**src/include/hmc_defines.svh**
```systemverilog
`ifndef HMC_DEFINES_SVH
`define HMC_DEFINES_SVH

// ----------------------------------------------------------
// Datapath widths
// ----------------------------------------------------------

`define HMC_DWIDTH 64        // One flit of POST data
`define HMC_CNT_W 32         // Flit and error counters

// ----------------------------------------------------------
// POST length and bring-up timeout
// ----------------------------------------------------------

// Flit counter bit that marks POST done, 2**4 = 16 flits per link
`define HMC_POST_DONE_BIT 4

// Timeout counter, restart of both links fires at bit 10
`define HMC_TIMEOUT_W 16
`define HMC_TIMEOUT_BIT 10   // 1024 cycles without link init done

// Bit positions must stay inside their counters
// HMC_POST_DONE_BIT < HMC_CNT_W
// HMC_TIMEOUT_BIT < HMC_TIMEOUT_W

`endif

```
**src/rtl/hmc_pkg.sv**
```systemverilog
`include "hmc_defines.svh"

package hmc_pkg;

  // ----------------------------------------------------------
  // Stream and counter types
  // ----------------------------------------------------------

  // Flit payload on both link streams
  typedef logic [`HMC_DWIDTH-1:0] flit_t;

  // Accepted flit count and mismatch count
  typedef logic [`HMC_CNT_W-1:0] cnt_t;

  // POST generator states
  typedef enum logic [1:0] {
    POST_IDLE = 2'd0,  // Waiting on link init done
    POST_SEND = 2'd1,  // Numbered flits going out
    POST_DONE = 2'd2   // Link handed to user side
  } post_state_e;

endpackage

```
**src/rtl/hmc_link_post.sv**
```systemverilog
`timescale 1ns/1ns

module hmc_link_post (
  input  logic              USER_CLK,
  input  logic              USER_RST,
  input  logic              soft_reset,
  input  logic              open_hmc_done,
  input  logic              post_done_all,
  // Link side, towards the controller
  output logic              link_tx_valid,
  input  logic              link_tx_ready,
  output hmc_pkg::flit_t    link_tx_data,
  input  logic              link_rx_valid,
  output logic              link_rx_ready,
  input  hmc_pkg::flit_t    link_rx_data,
  // User side, live once POST is done
  input  logic              user_tx_valid,
  output logic              user_tx_ready,
  input  hmc_pkg::flit_t    user_tx_data,
  output logic              user_rx_valid,
  input  logic              user_rx_ready,
  output hmc_pkg::flit_t    user_rx_data,
  // Status to the supervisor
  output hmc_pkg::cnt_t     flit_cnt,
  output hmc_pkg::cnt_t     err_cnt,
  output logic              post_done
);

  logic           gen_tx_valid;
  hmc_pkg::flit_t gen_tx_data;
  logic           chk_rx_ready;

  // ----------------------------------------------------------
  // POST generator and checker
  // ----------------------------------------------------------
  post_flit_gen u_post_flit_gen (
    .USER_CLK      (USER_CLK),
    .USER_RST      (USER_RST),
    .soft_reset    (soft_reset),
    .open_hmc_done (open_hmc_done),
    .post_done_all (post_done_all),
    .tx_ready      (link_tx_ready),  // Shared with user side
    .tx_valid      (gen_tx_valid),
    .tx_data       (gen_tx_data),
    .post_done     (post_done)
  );

  post_flit_check u_post_flit_check (
    .USER_CLK   (USER_CLK),
    .USER_RST   (USER_RST),
    .soft_reset (soft_reset),
    .rx_valid   (link_rx_valid),
    .rx_data    (link_rx_data),
    .rx_ready   (chk_rx_ready),
    .flit_cnt   (flit_cnt),
    .err_cnt    (err_cnt),
    .err_detect ()                   // Counts carry the result upward
  );

  // ----------------------------------------------------------
  // Source selector
  // ----------------------------------------------------------
  // Transmit valid/data from POST until post_done
  assign link_tx_valid = post_done ? user_tx_valid : gen_tx_valid;
  assign link_tx_data  = post_done ? user_tx_data  : gen_tx_data;
  assign user_tx_ready = link_tx_ready;

  // Receive ready from the checker during POST
  assign link_rx_ready = post_done ? user_rx_ready : chk_rx_ready;

  // User sees no receive traffic before hand-over
  assign user_rx_valid = post_done & link_rx_valid;
  assign user_rx_data  = link_rx_data;

endmodule

```
**src/rtl/hmc_post_top.sv**
```systemverilog
`timescale 1ns/1ns

module hmc_post_top (
  input  logic              USER_CLK,
  input  logic              USER_RST,
  input  logic              qpll_lock2,
  input  logic              qpll_lock3,
  input  logic              open_hmc_done2,
  input  logic              open_hmc_done3,
  // Link2 controller streams
  output logic              link_tx_valid2,
  input  logic              link_tx_ready2,
  output hmc_pkg::flit_t    link_tx_data2,
  input  logic              link_rx_valid2,
  output logic              link_rx_ready2,
  input  hmc_pkg::flit_t    link_rx_data2,
  // Link2 user streams
  input  logic              user_tx_valid2,
  output logic              user_tx_ready2,
  input  hmc_pkg::flit_t    user_tx_data2,
  output logic              user_rx_valid2,
  input  logic              user_rx_ready2,
  output hmc_pkg::flit_t    user_rx_data2,
  // Link3 controller streams
  output logic              link_tx_valid3,
  input  logic              link_tx_ready3,
  output hmc_pkg::flit_t    link_tx_data3,
  input  logic              link_rx_valid3,
  output logic              link_rx_ready3,
  input  hmc_pkg::flit_t    link_rx_data3,
  // Link3 user streams
  input  logic              user_tx_valid3,
  output logic              user_tx_ready3,
  input  hmc_pkg::flit_t    user_tx_data3,
  output logic              user_rx_valid3,
  input  logic              user_rx_ready3,
  output hmc_pkg::flit_t    user_rx_data3,
  // Status
  output logic              soft_reset2,
  output logic              soft_reset3,
  output logic              post_done2,
  output logic              post_done3,
  output logic              init_done,
  output logic              post_ok
);

  hmc_pkg::cnt_t flit_cnt2;
  hmc_pkg::cnt_t flit_cnt3;
  hmc_pkg::cnt_t err_cnt2;
  hmc_pkg::cnt_t err_cnt3;
  logic          post_done_all;

  assign init_done = post_done_all;  // Both links through POST

  // ----------------------------------------------------------
  // Per-link POST and steering
  // ----------------------------------------------------------
  hmc_link_post u_link2 (
    .USER_CLK (USER_CLK), .USER_RST (USER_RST),
    .soft_reset    (soft_reset2),
    .open_hmc_done (open_hmc_done2),
    .post_done_all (post_done_all),
    .link_tx_valid (link_tx_valid2), .link_tx_ready (link_tx_ready2),
    .link_tx_data  (link_tx_data2),
    .link_rx_valid (link_rx_valid2), .link_rx_ready (link_rx_ready2),
    .link_rx_data  (link_rx_data2),
    .user_tx_valid (user_tx_valid2), .user_tx_ready (user_tx_ready2),
    .user_tx_data  (user_tx_data2),
    .user_rx_valid (user_rx_valid2), .user_rx_ready (user_rx_ready2),
    .user_rx_data  (user_rx_data2),
    .flit_cnt (flit_cnt2), .err_cnt (err_cnt2),
    .post_done (post_done2)
  );

  hmc_link_post u_link3 (
    .USER_CLK (USER_CLK), .USER_RST (USER_RST),
    .soft_reset    (soft_reset3),
    .open_hmc_done (open_hmc_done3),
    .post_done_all (post_done_all),
    .link_tx_valid (link_tx_valid3), .link_tx_ready (link_tx_ready3),
    .link_tx_data  (link_tx_data3),
    .link_rx_valid (link_rx_valid3), .link_rx_ready (link_rx_ready3),
    .link_rx_data  (link_rx_data3),
    .user_tx_valid (user_tx_valid3), .user_tx_ready (user_tx_ready3),
    .user_tx_data  (user_tx_data3),
    .user_rx_valid (user_rx_valid3), .user_rx_ready (user_rx_ready3),
    .user_rx_data  (user_rx_data3),
    .flit_cnt (flit_cnt3), .err_cnt (err_cnt3),
    .post_done (post_done3)
  );

  // ----------------------------------------------------------
  // Supervisor for both links
  // ----------------------------------------------------------
  post_supervisor u_post_supervisor (
    .USER_CLK       (USER_CLK),
    .USER_RST       (USER_RST),
    .qpll_lock2     (qpll_lock2),
    .qpll_lock3     (qpll_lock3),
    .open_hmc_done2 (open_hmc_done2),
    .open_hmc_done3 (open_hmc_done3),
    .flit_cnt2      (flit_cnt2),
    .flit_cnt3      (flit_cnt3),
    .err_cnt2       (err_cnt2),
    .err_cnt3       (err_cnt3),
    .soft_reset2    (soft_reset2),
    .soft_reset3    (soft_reset3),
    .post_done_all  (post_done_all),
    .post_ok        (post_ok)
  );

endmodule

```
**src/rtl/post_flit_check.sv**
```systemverilog
`timescale 1ns/1ns

module post_flit_check (
  input  logic              USER_CLK,
  input  logic              USER_RST,
  input  logic              soft_reset,
  input  logic              rx_valid,
  input  hmc_pkg::flit_t    rx_data,
  output logic              rx_ready,
  output hmc_pkg::cnt_t     flit_cnt,    // Accepted words
  output hmc_pkg::cnt_t     err_cnt,     // Words off the expected number
  output logic              err_detect   // Sticky after first mismatch
);

  hmc_pkg::flit_t expected;  // Number of the next flit due
  logic           rx_fire;
  logic           mismatch;

  // POST receive side never stalls the link
  assign rx_ready = 1'b1;

  assign rx_fire  = rx_valid & rx_ready;
  assign mismatch = (rx_data != expected);

  // ----------------------------------------------------------
  // Compare and count
  // ----------------------------------------------------------
  always_ff @(posedge USER_CLK or posedge USER_RST) begin
    if (USER_RST) begin
      expected   <= '0;
      flit_cnt   <= '0;
      err_cnt    <= '0;
      err_detect <= 1'b0;
    end else if (soft_reset) begin
      expected   <= '0;
      flit_cnt   <= '0;
      err_cnt    <= '0;
      err_detect <= 1'b0;
    end else if (rx_fire) begin
      // Expected count moves on every word, good or bad
      expected <= expected + 1'b1;
      flit_cnt <= flit_cnt + 1'b1;
      if (mismatch) begin
        err_cnt    <= err_cnt + 1'b1;
        err_detect <= 1'b1;
      end
    end
  end

  // A corrupted flit costs one error only.
  // The number sequence from the generator carries on regardless,
  // so the flit after it matches again.

endmodule

```
**src/rtl/post_flit_gen.sv**
```systemverilog
`timescale 1ns/1ns

module post_flit_gen (
  input  logic              USER_CLK,
  input  logic              USER_RST,
  input  logic              soft_reset,     // Sync clear from supervisor
  input  logic              open_hmc_done,  // Link init done
  input  logic              post_done_all,  // Both links passed POST
  input  logic              tx_ready,
  output logic              tx_valid,
  output hmc_pkg::flit_t    tx_data,
  output logic              post_done
);

  hmc_pkg::post_state_e state;

  // Word accepted by the link this cycle
  logic tx_fire;

  assign tx_fire = tx_valid & tx_ready;

  // ----------------------------------------------------------
  // Generator FSM
  // ----------------------------------------------------------
  // tx_data doubles as the flit number, zero based
  always_ff @(posedge USER_CLK or posedge USER_RST) begin
    if (USER_RST) begin
      state    <= hmc_pkg::POST_IDLE;
      tx_valid <= 1'b0;
      tx_data  <= '0;
    end else if (soft_reset) begin
      state    <= hmc_pkg::POST_IDLE;  // Link restart, POST from scratch
      tx_valid <= 1'b0;
      tx_data  <= '0;
    end else begin
      case (state)
        hmc_pkg::POST_IDLE: begin
          if (post_done_all) begin
            // Restarted after POST already passed
            state <= hmc_pkg::POST_DONE;
          end else if (open_hmc_done) begin
            state    <= hmc_pkg::POST_SEND;
            tx_valid <= 1'b1;          // Flit 0 offered next cycle
            tx_data  <= '0;
          end
        end
        hmc_pkg::POST_SEND: begin
          if (post_done_all) begin
            state    <= hmc_pkg::POST_DONE;
            tx_valid <= 1'b0;
          end else if (tx_fire) begin
            tx_data <= tx_data + 1'b1; // Next number after accept
          end
          // No accept means data and valid hold
        end
        hmc_pkg::POST_DONE: begin
          tx_valid <= 1'b0;            // Stays here until a reset
        end
        default: begin
          state    <= hmc_pkg::POST_IDLE;
          tx_valid <= 1'b0;
        end
      endcase
    end
  end

  // Steers the link over to the user ports
  assign post_done = (state == hmc_pkg::POST_DONE);

endmodule

```
**src/rtl/post_supervisor.sv**
```systemverilog
`timescale 1ns/1ns

`include "hmc_defines.svh"

module post_supervisor (
  input  logic              USER_CLK,
  input  logic              USER_RST,
  input  logic              qpll_lock2,
  input  logic              qpll_lock3,
  input  logic              open_hmc_done2,
  input  logic              open_hmc_done3,
  input  hmc_pkg::cnt_t     flit_cnt2,
  input  hmc_pkg::cnt_t     flit_cnt3,
  input  hmc_pkg::cnt_t     err_cnt2,
  input  hmc_pkg::cnt_t     err_cnt3,
  output logic              soft_reset2,
  output logic              soft_reset3,
  output logic              post_done_all,  // Also init_done at the top
  output logic              post_ok
);

  logic                      post_done_raw;
  logic                      post_ok_raw;
  logic [1:0]                done_r;        // Edge detect history
  logic [1:0]                ok_r;
  logic [`HMC_TIMEOUT_W-1:0] timeout_cnt;
  logic                      restart;       // One cycle link restart
  logic                      links_up;

  // ----------------------------------------------------------
  // POST result of both links
  // ----------------------------------------------------------
  assign post_done_raw = flit_cnt2[`HMC_POST_DONE_BIT] & flit_cnt3[`HMC_POST_DONE_BIT];
  assign post_ok_raw   = post_done_raw & (err_cnt2 == '0) & (err_cnt3 == '0);

  assign links_up = open_hmc_done2 & open_hmc_done3;

  always_ff @(posedge USER_CLK or posedge USER_RST) begin
    if (USER_RST) begin
      done_r        <= 2'b00;
      ok_r          <= 2'b00;
      post_done_all <= 1'b0;
      post_ok       <= 1'b0;
    end else begin
      done_r <= {done_r[0], post_done_raw};
      ok_r   <= {ok_r[0], post_ok_raw};
      if (done_r == 2'b01) begin
        post_done_all <= 1'b1;     // Latched on rising edge only
      end
      if (ok_r == 2'b01) begin
        post_ok <= 1'b1;           // Held until USER_RST
      end
    end
  end

  // ----------------------------------------------------------
  // Bring-up timeout
  // ----------------------------------------------------------
  always_ff @(posedge USER_CLK or posedge USER_RST) begin
    if (USER_RST) begin
      timeout_cnt <= '0;
      restart     <= 1'b0;
    end else begin
      restart <= timeout_cnt[`HMC_TIMEOUT_BIT];
      if (links_up || timeout_cnt[`HMC_TIMEOUT_BIT]) begin
        timeout_cnt <= '0;         // Both links up, or restart fired
      end else begin
        timeout_cnt <= timeout_cnt + 1'b1;
      end
    end
  end

  // Lock loss acts in the same cycle
  assign soft_reset2 = ~qpll_lock2 | restart;
  assign soft_reset3 = ~qpll_lock3 | restart;

endmodule

```
**config.mk**
```make
export PLATFORM = sky130hd
export DESIGN_NAME = hmc_post_top
export DESIGN_NICKNAME = d
export VERILOG_FILES = /design/src/rtl/hmc_pkg.sv /design/src/rtl/hmc_link_post.sv /design/src/rtl/hmc_post_top.sv /design/src/rtl/post_flit_check.sv /design/src/rtl/post_flit_gen.sv /design/src/rtl/post_supervisor.sv
export VERILOG_INCLUDE_DIRS = /design/src /design/src/include
export SDC_FILE = /design/constraint.sdc
export NUM_CORES = 1
export LEC_CHECK = 0
export BUFFER_PORTS_ARGS = -buffer_cell sky130_fd_sc_hd__buf_2
export CORE_MARGIN = 5
export CORE_UTILIZATION = 55
export CTS_BUF_LIST = sky130_fd_sc_hd__clkbuf_16
export DETAILED_ROUTE_END_ITERATION = 8
export GPL_TIMING_DRIVEN = 0
export HOLD_SLACK_MARGIN = 0.08
export PLACE_DENSITY = 0.86
export SYNTH_ARGS = -nofsm -noshare
export SYNTH_HDL_FRONTEND = slang
export SYNTH_SLANG_ARGS = --single-unit
export TNS_END_PERCENT = 50
```
**constraint.sdc**
```tcl
create_clock -name USER_CLK -period 16.6 [get_ports USER_CLK]
set_input_delay 2.49 -clock USER_CLK [delete_from_list [all_inputs] [get_ports USER_CLK]]
set_output_delay 2.49 -clock USER_CLK [all_outputs]
set_load 0.005 [all_outputs]
```
==> flow_metrics.env <==
export IMPL_path_class="input pin to primary output"
export IMPL_rsz0062_at_grt="false"
export IMPL_gr_total_overflow=0
export IMPL_gp_congestion=0.961
export IMPL_num_rows=72
export IMPL_ys_flop_type="dfrtp_1"
export IMPL_peakVddDrop_mv=0.0629
export IMPL_io_buffers=538
export IMPL_placed_area_um2=25100
export IMPL_relSlewSlack_pct=15.3
export IMPL_grt_pass1_wl_um=107000
export IMPL_grt_start_max_net_pins=127
export IMPL_post_route_min_period_ns=7.30
export IMPL_critPathCaptureType="primary output"
export IMPL_cap_violations=0
export IMPL_drive_gt1_share_pct=30.2
export IMPL_synth_seq_area_share_pct=40.9
export IMPL_synthArstFlopShare_pct=100
export IMPL_cts_made_buffers=39
export IMPL_synth_area_leaders="dfrtp_1, xor2_1, mux2_2"
export IMPL_drt_iter0_drc=1507
export IMPL_cts_path_max_buffers=3
export IMPL_synth_nets=2639
export IMPL_cts_tree="done"
export IMPL_io_pins=540
export IMPL_crit_fanout=10
export IMPL_finClkSkew_ns=0.0188
export IMPL_hpwl_um=52000
export IMPL_clkSinkCount=354
export IMPL_nets=3220
export IMPL_cp_required_ns=14.11
export IMPL_cts_resized_gates=0
export IMPL_syn_area_per_cell_um2=9.18
export IMPL_routed_wirelength_um=67200
export IMPL_initial_utilization_pct=55.8
export IMPL_placeableCoreArea_um2=38800
export IMPL_synth_cells=2358
export IMPL_postCtsHoldBufs=0
export IMPL_die_h_um=208
export IMPL_cts_htree_levels=2
export IMPL_ys_ff_latch=354
export IMPL_ys_types=65
export IMPL_setup_viol=0
export IMPL_viasPerCell=5.80
export IMPL_finalCritPeriodShare_pct=44.0
export IMPL_tns_ns=0
export IMPL_clk_pin_slew_ns=0.07
export IMPL_hp_class="flip-flop to flip-flop"
export IMPL_area_delta_synth_final_pct=21.6
export IMPL_wl_per_cell_um=19.3
export IMPL_tightest_slew_ns=1.26
export IMPL_grt_pass1_vias=20200
export IMPL_multi_input_area_um2=11200
export IMPL_finalInstanceArea_um2=26300
export IMPL_p_leak_nw=12.4
export IMPL_root_buffer="clkbuf_16"
export IMPL_post_cts_setup_buffer_count=0
export IMPL_synth_edf_count=0
export IMPL_drv_slew=0
export IMPL_fmax_mhz=137
export IMPL_synth_most_common_cell="dfrtp_1"
export IMPL_vias=20200
export IMPL_start_kind="input pin"
export IMPL_antenna_found_initial=3
export IMPL_drt_pass1_iterations=5
export IMPL_hold_violations=0
export IMPL_worstPathArrival_ns=4.81
export IMPL_syn_area_um2=21600
export IMPL_synth_top_area_share_pct=40.9
export IMPL_yosysWarningCount=0
export IMPL_synth_largest_area_cell="dfrtp_1"
export IMPL_postRouteAntennaNets=0
export IMPL_seqCellArea_um2=8860
export IMPL_synth_top_cells_by_count="dfrtp_1, nor2_1, xor2_1, xnor2_1, nand2_1"
export IMPL_status="finished clean"
export IMPL_die_w_um=208
export IMPL_grtUsageTotal_pct=29.4
export IMPL_fillers=2995
export IMPL_remaining_drc_errors=0
export IMPL_clk_latency_ns=0.53
export IMPL_dieArea_um2=43400
export IMPL_powerDensity_nw_per_um2=73.1
-- cell type report --
type,instances,area share (%)
multi-input combinational,1715,42.4
sequential,354,33.7
timing repair buffer,540,10.4
buffer,227,5.30
clock buffer,40,3.80
tap,518,2.46
clock inverter,31,1.00
inverter,62,0.913
antenna,1,0.00951
-- logic make-up after synthesis --
family / synth area share, %
flip-flops: 40.9
AO/OA/AOI/OAI: 8.55
buffers and inverters: 7.51
XOR/XNOR: 13.2
multiplexers: 6.58
adder cells (fa/ha/maj): 0.636
AND/OR/NAND/NOR: 22.6
-- registers in the layout (all words and copies together), names as in the netlist, 5 cells and up --
signal and count:
u_link2.u_post_flit_check.expected 64, u_link2.u_post_flit_gen.tx_data 64, u_link3.u_post_flit_check.expected 64, u_link3.u_post_flit_gen.tx_data 64, u_link2.u_post_flit_check.err_cnt 32, u_link3.u_post_flit_check.err_cnt 32
u_post_supervisor.timeout_cnt 11, u_link2.u_post_flit_check.flit_cnt 5, u_link3.u_post_flit_check.flit_cnt 5
-- report_power, final --
| group | switching, mW | leakage (nW) | internal (mW) |
|---|---|---|---|
| combinational | 0.0997 | 6.84 | 0.0813 |
| sequential | 0.00878 | 4.93 | 0.870 |
| clock | 0.361 | 0.652 | 0.502 |
-- routing by layer --
| metal | GRT usage (%) | wire, um |
|---|---|---|
| met5 | 0 | 14 |
| met1 | 37.7 | 26400 |
| met2 | 50.8 | 33400 |
| met3 | 4.88 | 5230 |
| met4 | 10.2 | 2200 |
-- cells in the final DEF, fill, tap and decap left out, drive strengths merged, types with 32 or more instances in the layout --
master,count
nand3,124
mux2,123
buf,708
and4,39
and3,65
inv,70
nor3,32
dfrtp,354
a21oi,62
xnor2,145
nand4,105
o31ai,42
nand2,145
nor4,40
clkbuf,99
o21ai,110
or3,32
xor2,182
nor2,311
-- metrics by stage --
stage | hold slack, ns | setup WS [ns] | total power, mW | util (%) | std cells
after floorplan | 0.354 | 4.29 | 0.986 | - | 2358
after detailed placement | 0.362 | 9.35 | 1.07 | 64.5 | 3416
final | 0.377 | 9.30 | 1.92 | 67.8 | 3488
after global placement | 0.363 | 0.714 | 1.07 | 64.4 | 3414
after global routing | 0.391 | 9.18 | 1.99 | 67.8 | 3488
after CTS | 0.377 | 9.35 | 1.93 | 67.8 | 3487
-- final timing paths --
check                                                                        start                                                 end  slack (ns)  depth (start not counted)
worst max-delay path                                                    qpll_lock2                                         soft_reset2        9.30                          8
worst min-delay path                         u_post_supervisor.done_r[0]$_DFF_PP0_               u_post_supervisor.done_r[1]$_DFF_PP0_        0.38                          0
worst max register to register  u_link2.u_post_flit_check.expected[46]$_DFFE_PP0P_   u_link2.u_post_flit_check.err_cnt[23]$_DFFE_PP0P_       13.30                          9
worst min register to register               u_post_supervisor.done_r[0]$_DFF_PP0_               u_post_supervisor.done_r[1]$_DFF_PP0_        0.38                          0
max in group asynchronous                                                 USER_RST     u_link3.u_post_flit_gen.tx_data[53]$_DFFE_PP0P_       13.35                          3
min in group asynchronous                                                 USER_RST  u_link3.u_post_flit_check.expected[62]$_DFFE_PP0P_        2.13                          2
-- worst max-delay path, stage by stage --
cell	delay [ns]
buf_2	0.11
nor2b_1	0.12
clkbuf_1	0.28
clkinv_1	0.22
clkbuf_1	0.43
clkbuf_1	0.54
buf_1	0.40
buf_2	0.22
(Power assumes the default switching activity.)
